`src/common/matmul_pkg.sv`:
```
// ~~~~~~~~~~~~~~~~~~~~~~~~~~~~~~~~~~~~~~~~~~~~~~~~~~~~~~~~~~~~~~~~~~~~
// shared types for the 4x4 matmul accelerator, fixed at 32-bit elements
// buf_wr_t carries an 8-bit address, users take the low BUF_AW bits
// ~~~~~~~~~~~~~~~~~~~~~~~~~~~~~~~~~~~~~~~~~~~~~~~~~~~~~~~~~~~~~~~~~~~~
package matmul_pkg;

    localparam int SA_WIDTH    = 4;
    localparam int ROW_BEATS   = 4;
    localparam int BURST_BEATS = 16;
    localparam int ELEM_W      = 32;
    localparam int BUF_AW_MAX  = 8;

    // axi encodings
    localparam logic [2:0] AXI_SIZE_4B    = 3'd2;
    localparam logic [1:0] AXI_BURST_INCR = 2'b01;

    typedef logic [ELEM_W-1:0]                 elem_t;
    typedef logic [31:0]                       addr_t;
    typedef logic [0:0]                        axi_id_t;
    // full 32x32 product plus one bit of headroom
    typedef logic signed [2*ELEM_W:0]          accum_t;
    // element 0 in the low bits
    typedef logic [ROW_BEATS*ELEM_W-1:0]       buf_row_t;
    typedef logic [4:0]                        beat_cnt_t;
    // row-major, index i*SA_WIDTH+j
    typedef accum_t [SA_WIDTH*SA_WIDTH-1:0]    accum_array_t;

    typedef struct packed {
        logic       arvalid;
        axi_id_t    arid;
        addr_t      araddr;
        logic [7:0] arlen;
        logic [2:0] arsize;
        logic [1:0] arburst;
    } axi_ar_t;

    typedef struct packed {
        logic    rvalid;
        axi_id_t rid;
        elem_t   rdata;
        logic    rlast;
    } axi_r_t;

    typedef struct packed {
        logic       awvalid;
        addr_t      awaddr;
        logic [7:0] awlen;
        logic [2:0] awsize;
        logic [1:0] awburst;
    } axi_aw_t;

    typedef struct packed {
        logic       wvalid;
        elem_t      wdata;
        logic [3:0] wstrb;
        logic       wlast;
    } axi_w_t;

    typedef struct packed {
        logic bvalid;
    } axi_b_t;

    typedef struct packed {
        logic                  wren;
        logic [BUF_AW_MAX-1:0] waddr;
        buf_row_t              wdata;
    } buf_wr_t;

    typedef enum logic [3:0] {
        IDLE, ADDR_A, ADDR_B, LOAD, START_MM, WAIT_MM, ADDR_C, WRITE_C, WAIT_B, DONE
    } dma_state_t;

    // prefixed, the job FSM already owns IDLE
    typedef enum logic [1:0] {
        MM_IDLE, MM_READ, MM_MAC, MM_FINISH
    } mm_state_t;

endpackage

```
`src/dma_engine/dma_engine.sv`:
```
// ~~~~~~~~~~~~~~~~~~~~~~~~~~~~~~~~~~~~~~~~~~~~~~~~~~~~~~~~~~~~~~~~~~~~
// one job at a time, A on rid 0 and B on rid 1, R beats may interleave
// rresp and bresp are ignored, exactly 16 beats per id are expected
// host start_i/done_o follow a four-phase req/ack handshake
// ~~~~~~~~~~~~~~~~~~~~~~~~~~~~~~~~~~~~~~~~~~~~~~~~~~~~~~~~~~~~~~~~~~~~
module dma_engine #(
    parameter int BUF_AW = 6
) (
    input  logic                     clk,
    input  logic                     rst_n,

    // host side
    input  matmul_pkg::addr_t        mat_a_addr_i,
    input  matmul_pkg::addr_t        mat_b_addr_i,
    input  matmul_pkg::addr_t        mat_c_addr_i,
    input  logic                     start_i,
    output logic                     done_o,

    // axi master
    output matmul_pkg::axi_ar_t      ar_o,
    input  logic                     arready_i,
    input  matmul_pkg::axi_r_t       r_i,
    output logic                     rready_o,
    output matmul_pkg::axi_aw_t      aw_o,
    input  logic                     awready_i,
    output matmul_pkg::axi_w_t       w_o,
    input  logic                     wready_i,
    input  matmul_pkg::axi_b_t       b_i,
    output logic                     bready_o,

    // buffer write ports
    output matmul_pkg::buf_wr_t      buf_a_wr_o,
    output matmul_pkg::buf_wr_t      buf_b_wr_o,

    // multiply engine
    output logic                     mm_start_o,
    input  logic                     mm_done_i,
    input  matmul_pkg::accum_array_t accum_i
);
    import matmul_pkg::*;

    // index 0 is matrix A, index 1 is matrix B
    localparam int NUM_MAT = 2;

    dma_state_t        state_q;
    dma_state_t        state_d;

    logic              r_fire;
    logic              w_fire;
    logic              load_done;
    logic [1:0]        r_hit;

    beat_cnt_t         cnt_q   [NUM_MAT];
    logic              wren_q  [NUM_MAT];
    logic [BUF_AW-1:0] waddr_q [NUM_MAT];
    buf_row_t          pack_q  [NUM_MAT];
    beat_cnt_t         cnt_c_q;

    assign r_fire   = r_i.rvalid && rready_o;
    assign w_fire   = w_o.wvalid && wready_i;
    assign r_hit[0] = r_fire && (r_i.rid == 1'b0);
    assign r_hit[1] = r_fire && (r_i.rid == 1'b1);

    // true in the cycle of the last row write of the later matrix
    assign load_done = (cnt_q[0] == beat_cnt_t'(BURST_BEATS))
                    && (cnt_q[1] == beat_cnt_t'(BURST_BEATS));

    always_comb begin
        state_d = state_q;
        case (state_q)
            IDLE: begin
                if (start_i)
                    state_d = ADDR_A;
            end
            ADDR_A: begin
                if (arready_i)
                    state_d = ADDR_B;
            end
            ADDR_B: begin
                if (arready_i)
                    state_d = LOAD;
            end
            LOAD: begin
                if (load_done)
                    state_d = START_MM;
            end
            START_MM: begin
                state_d = WAIT_MM;
            end
            WAIT_MM: begin
                if (mm_done_i)
                    state_d = ADDR_C;
            end
            ADDR_C: begin
                if (awready_i)
                    state_d = WRITE_C;
            end
            WRITE_C: begin
                if (w_fire && w_o.wlast)
                    state_d = WAIT_B;
            end
            WAIT_B: begin
                if (b_i.bvalid)
                    state_d = DONE;
            end
            DONE: begin
                // hold done until the host drops its request
                if (!start_i)
                    state_d = IDLE;
            end
            default: begin
                state_d = IDLE;
            end
        endcase
    end

    always_ff @(posedge clk) begin
        if (!rst_n) begin
            state_q <= IDLE;
            cnt_c_q <= '0;
            for (int id = 0; id < NUM_MAT; id++) begin
                cnt_q[id]  <= '0;
                wren_q[id] <= 1'b0;
            end
        end else begin
            state_q <= state_d;
            if (state_q == IDLE)
                cnt_c_q <= '0;
            else if (w_fire)
                cnt_c_q <= cnt_c_q + 1'b1;
            for (int id = 0; id < NUM_MAT; id++) begin
                // row write one cycle after its fourth beat
                wren_q[id] <= r_hit[id] && (cnt_q[id][1:0] == 2'(ROW_BEATS - 1));
                if (state_q == IDLE)
                    cnt_q[id] <= '0;
                else if (r_hit[id])
                    cnt_q[id] <= cnt_q[id] + 1'b1;
            end
        end
    end

    // packing registers, steered by rid
    always_ff @(posedge clk) begin
        for (int id = 0; id < NUM_MAT; id++) begin
            if (r_hit[id]) begin
                pack_q[id][cnt_q[id][1:0]*ELEM_W +: ELEM_W] <= r_i.rdata;
                waddr_q[id] <= BUF_AW'(cnt_q[id] >> 2);
            end
        end
    end

    always_comb begin
        buf_a_wr_o       = '0;
        buf_a_wr_o.wren  = wren_q[0];
        buf_a_wr_o.waddr = BUF_AW_MAX'(waddr_q[0]);
        buf_a_wr_o.wdata = pack_q[0];
        buf_b_wr_o       = '0;
        buf_b_wr_o.wren  = wren_q[1];
        buf_b_wr_o.waddr = BUF_AW_MAX'(waddr_q[1]);
        buf_b_wr_o.wdata = pack_q[1];
    end

    always_comb begin
        ar_o         = '0;
        ar_o.arvalid = (state_q == ADDR_A) || (state_q == ADDR_B);
        ar_o.arid    = (state_q == ADDR_B) ? 1'b1 : 1'b0;
        ar_o.araddr  = (state_q == ADDR_B) ? mat_b_addr_i : mat_a_addr_i;
        ar_o.arlen   = 8'(BURST_BEATS - 1);
        ar_o.arsize  = AXI_SIZE_4B;
        ar_o.arburst = AXI_BURST_INCR;
    end

    always_comb begin
        aw_o         = '0;
        aw_o.awvalid = (state_q == ADDR_C);
        aw_o.awaddr  = mat_c_addr_i;
        aw_o.awlen   = 8'(BURST_BEATS - 1);
        aw_o.awsize  = AXI_SIZE_4B;
        aw_o.awburst = AXI_BURST_INCR;
    end

    // C goes out row-major, low 32 bits of each accumulator
    always_comb begin
        w_o        = '0;
        w_o.wvalid = (state_q == WRITE_C);
        w_o.wdata  = accum_i[cnt_c_q[3:0]][ELEM_W-1:0];
        w_o.wstrb  = '1;
        w_o.wlast  = w_o.wvalid && (cnt_c_q == beat_cnt_t'(BURST_BEATS - 1));
    end

    assign rready_o   = (state_q == LOAD);
    assign bready_o   = (state_q == WAIT_B);
    assign mm_start_o = (state_q == START_MM);
    assign done_o     = (state_q == DONE);

    // write data held while the slave stalls
    assert property (@(posedge clk) disable iff (!rst_n)
        w_o.wvalid && !wready_i |=> w_o.wvalid && $stable(w_o.wdata) && $stable(w_o.wlast));

    // a slave sending extra beats on one id would push a row past the matrix
    assert property (@(posedge clk) disable iff (!rst_n)
        (!buf_a_wr_o.wren || buf_a_wr_o.waddr < SA_WIDTH)
        && (!buf_b_wr_o.wren || buf_b_wr_o.waddr < SA_WIDTH));

endmodule

```
`config.mk`:
```
export PLATFORM = sky130hd
export DESIGN_NAME = dma_engine
export DESIGN_NICKNAME = d
export VERILOG_FILES = /design/src/common/matmul_pkg.sv /design/src/dma_engine/dma_engine.sv
export SDC_FILE = /design/constraint.sdc
export NUM_CORES = 1
export LEC_CHECK = 0
export BUFFER_PORTS_ARGS = -buffer_cell sky130_fd_sc_hd__buf_2
export CAP_MARGIN = 15
export CORE_AREA = 2 2 611 613
export DETAILED_ROUTE_END_ITERATION = 10
export DIE_AREA = 0 0 613 615
export GPL_TIMING_DRIVEN = 0
export SLEW_MARGIN = 40
export SYNTH_ARGS = -nofsm -noshare
export SYNTH_HDL_FRONTEND = slang
export SYNTH_SLANG_ARGS = --single-unit
```
`constraint.sdc`:
```
create_clock -name clk -period 6.73 [get_ports clk]
set_clock_uncertainty 0.2 [all_clocks]
set_input_delay 1.0095 -clock clk [delete_from_list [all_inputs] [get_ports clk]]
set_output_delay 1.0095 -clock clk [all_outputs]
set_load 0.05 [all_outputs]
```
Word level (Yosys, flattened, before mapping) --
Memory sizes are Yosys's and may differ from the RTL's. Cells that the tools add are included.
Word-level totals: register bits after elaboration 9, bits in writable memories 274, input port bits 1179, output and inout port bits 409, word-level logic and storage cells 105, memories kept 4
Memories:
- pack_q | words 2, bits a word 128, rd ports 2, clocked after memory_dff 0, write ports 1, line dma_engine.sv:56 | buf_row_t pack_q [NUM_MAT];
- cnt_q | words 2, bits a word 5, rd ports 2, clocked after memory_dff 0, write ports 2, line dma_engine.sv:53 | beat_cnt_t cnt_q [NUM_MAT];
- waddr_q | words 2, bits a word 3, rd ports 2, clocked after memory_dff 0, write ports 1, line dma_engine.sv:55 | logic [BUF_AW-1:0] waddr_q [NUM_MAT];
- wren_q | words 2, bits a word 1, rd ports 2, clocked after memory_dff 0, write ports 2, line dma_engine.sv:54 | logic wren_q [NUM_MAT];
Cells by class: add/subtract/negate cells 5, order comparisons 1, equality and inequality tests 23, shift-type cells 4, multiplexer cells 43, bitwise gates (word level) 8, reductions and logical operators 15
Operator list (number):
- 2-to-1 mux 128 bit | 4
- binary-select mux 65 bit (select 4 bit) | 1
- variable shift 32 x 34 -> 128 bit (first input constant) | 2
- indexed part select 32 x 34 -> 128 bit | 2
- OR reduction 128 bit | 1
- negation 7 -> 34 bit | 2
- 2-to-1 mux 32 bit | 2
- case mux 4 bit (10 select lines) | 1
- 2-to-1 mux 4 bit | 9
- 2-to-1 mux 1 bit | 21
- 2-to-1 mux 5 bit | 4
- == test 4 x 3 -> 1 bit (second input constant) | 4
- adder 5 x 1 -> 5 bit (second input constant) | 3
- != test 2 bit (second input constant) | 6
- == test 5 bit (second input constant) | 2
- logical AND 1 bit | 9
- AND reduction 9 bit | 1
- == test 4 x 2 -> 1 bit (second input constant) | 2
- == test 4 bit (second input constant) | 2
- != test 2 x 1 -> 1 bit (second input constant) | 3
- OR 1 bit | 6
- == test 5 x 4 -> 1 bit (second input constant) | 1
- less-than comparator 4 x 5 -> 1 bit (second input constant) | 1
- == test 2 bit (second input constant) | 2
- other kinds (7) | 8

Logic depth before layout (Yosys ltp) --
depth in word-level cells 8, mapped depth 9, depth with buffers taken out 8

Worst setup path before layout --
OpenSTA, ideal clock, no wires.
path kind reg-to-output, start point reg state_q[3], end point out bready_o, arrival 2.368 ns, data required time 5.520 ns, slack 3.153 ns, cell stages (with the launch flop) 3, path buffers 1, path through dfxtp_1 > clkbuf_1 > nor4b_1
On the way: longest elaborated chain between the ends 1
RTL lines:
- from (decl) | line dma_engine.sv:45 | dma_state_t state_q;
- from (signal assigned) | line dma_engine.sv:126 | state_q <= state_d;
- == test 4 bit | line dma_engine.sv:192 | assign bready_o = (state_q == WAIT_B);
- to (decl) | line dma_engine.sv:29 | output logic bready_o,
No other way between the ends.

==> flow_summary.ini <==
[routing]
ant_nets = 0
drtIter0Drc = 1137
firstDrtPassIters = 5
vias = 14890
post_drt_wl_per_cell_um = 26.75
via_per_inst = 2.081
drc = 0
wl_mm = 191.4

[cells_and_area]
final_cell_mix = 1000 x buf_2, 272 x edfxtp_1, 258 x and2_1
layout_commonest_cell = buf_2
fin_nets = 3264
layout-drive-gt1-share_pct = 65.59
fin_util_pct = 7.726
n_fill_cell = 43202
fin_cells = 7154
design_area_sq_um = 28650
syn_to_final_growth_pct = 81.95

[worst_hold_path]
min_from = cnt_c_q[4]
whs_path_depth = 2
hold_path.class = reg -> reg

[placed_design]
pre_cts_slack_ns = 1.830
hpwl_mm = 178.5
placed_cells = 7012
place.gp.congestion = 0.9680
portBuffers = 986
postPlaceCellArea_sq_um = 27470

[worst_setup_path]
cp_slowest_cell = mux4_1
max_stage_delay_ns = 0.72
crit_start = cnt_c_q[1]
cp_cell_sequence = clkbuf_2, clkbuf_1, mux4_1, mux4_2, buf_2
timing.critical_path.to_type = output port
critPathKind = reg -> out
r2r_start = cnt_q[1][0]
ff2ff_path_depth = 5
start_kind = flop
required_ns = 5.52
arrival_ns = 4.06
crit_fanout = 10

[floorplan]
ios = 1588
start_util_pct = 4.246
die_w_um = 613
die_y_um = 615
rows = 224
core_area_sq_um = 370800
die_area_sq_um = 377000

[cts]
clock_latency_ns = 0.61
cts_resized = 0
htree_num_levels = 1
cts_root_buf = clkbuf_16
clkSinkCount = 283
cts_hold_buf = 0
clk_pin_slew_worst_paths_ns = 0.06
post_cts_buffers = 0
numCtsBuffers = 31
clockBufferDepth = 3
cts_tree = yes

[synth]
syn_inst = 999
synthFlopType = edfxtp_1
synthArstFlopShare_pct = 0
synth_cell_types = 45
avgSynthCellArea_sq_um = 15.76
synth_sequential_area_ratio_pct = 53.27
synth_area_sq_um = 15750
yosys_register_bits = 283
synth_edf_count = 272
yosysWarnings = 0

[sta]
period_needed_ns = 5.267
finalHoldViolations = 0
rsz0062_at_grt = false
relSlewSlack_pct = 42.40
setup_viol = 0
fin_ws_ns = 1.463
tightestPinTransition_ns = 0.8640
slew_viol_final = 0
holdWs_ns = 0.3117
finalCritPeriodShare_pct = 78.26
fmax_mhz = 189.9
finalSetupTns_ns = 0

[global_routing]
grt_max_degree = 33
grt_usage_pct = 9.764
antenna_found_initial = 221
grt_pass1_vias = 14069
overflow = 0
grt_pass1_wl_mm = 221.2

[power_and_ir_drop]
ir_drop_v = 0.0001408
p_per_area_nw_per_um2 = 201.5
total_leakage_power_nw = 10.06
power.total_mw = 5.772

[run]
maxCapViolations = 0

[run_status]
status = complete, no violations
[registers in the layout, indices dropped and copies added (netlist names)]
signal / flops
pack_q: 256
cnt_c_q: 5
cnt_q: 10
state_q: 4
waddr_q: 6
wren_q: 2
[power by group]
| part | switching (mW) | internal, mW |
|---|---|---|
| Clock | 0.758 | 0.894 |
| Combinational | 1.44 | 0.592 |
| Sequential | 0.0491 | 2.04 |
[final cells by class]
class	instances	area (sq um)	share of cell area (%)
sequential	283	8388	29.28
multi-input combinational	605	6628	23.13
tap	4972	6221	21.71
timing repair buffer	1003	5259	18.36
buffer	143	955.9	3.337
clock buffer	37	798.3	2.786
antenna	84	210.2	0.7337
clock inverter	21	166.4	0.5809
inverter	6	22.52	0.07861
[worst max-delay path: cells and delay by family, from the launching register on]
family | cells | cell delay (ns)
flip-flops | 1 | 0.66
multiplexers | 2 | 1.29
buffers and inverters | 3 | 1.44
[final timing paths]
check,endpoint,slack [ns]
setup / recovery,w_o[20],1.46
hold / removal,cnt_c_q[4],0.31
setup reg to reg,pack_q[0][148],3.50
hold reg to reg,cnt_c_q[4],0.31
[synth_stat cells (2+ instances only)]
| cell | count | share of area (%) |
|---|---|---|
| a211oi_1 | 2 | 0.095 |
| and2_1 | 266 | 11 |
| and3_1 | 8 | 0.32 |
| buf_1 | 6 | 0.14 |
| buf_2 | 8 | 0.25 |
| buf_4 | 72 | 3.4 |
| buf_6 | 11 | 0.79 |
| clkbuf_1 | 45 | 1.1 |
| conb_1 | 2 | 0.048 |
| dfxtp_1 | 11 | 1.4 |
| edfxtp_1 | 272 | 52 |
| ha_1 | 12 | 0.95 |
| inv_1 | 6 | 0.14 |
| mux2_2 | 32 | 2.3 |
| mux2i_1 | 3 | 0.19 |
| mux4_1 | 6 | 1.0 |
| mux4_2 | 154 | 22 |
| nand2_1 | 12 | 0.29 |
| nand2b_1 | 3 | 0.12 |
| nand3_1 | 6 | 0.19 |
| nor2_1 | 15 | 0.36 |
| nor3_1 | 3 | 0.095 |
| nor3b_1 | 8 | 0.38 |
| nor4b_1 | 2 | 0.11 |
| nor4bb_1 | 2 | 0.13 |
| o21ai_0 | 3 | 0.095 |
| o41ai_1 | 2 | 0.11 |
| or2_2 | 3 | 0.12 |
| xnor2_1 | 3 | 0.17 |
| xor2_1 | 6 | 0.33 |
[cells by family after synthesis]
group,after synthesis,synth area share [%]
flops,283,53.27
xor+xnor,9,0.5007
fa+ha+maj,12,0.9536
simple gates,335,13.08
mux,195,25.51
other cells,2,0.04770
buf+inv,149,5.960
compound gates,14,0.6754
[routing by layer]
metal	vias to the layer above	routed length (um)	GRT usage, %
li1	5993	-	-
met1	7228	65730	9.913
met2	1225	99990	18.46
met3	390	17720	3.472
met4	54	7576	2.883
met5	-	342	0
Power figures use the tool's default switching activity.
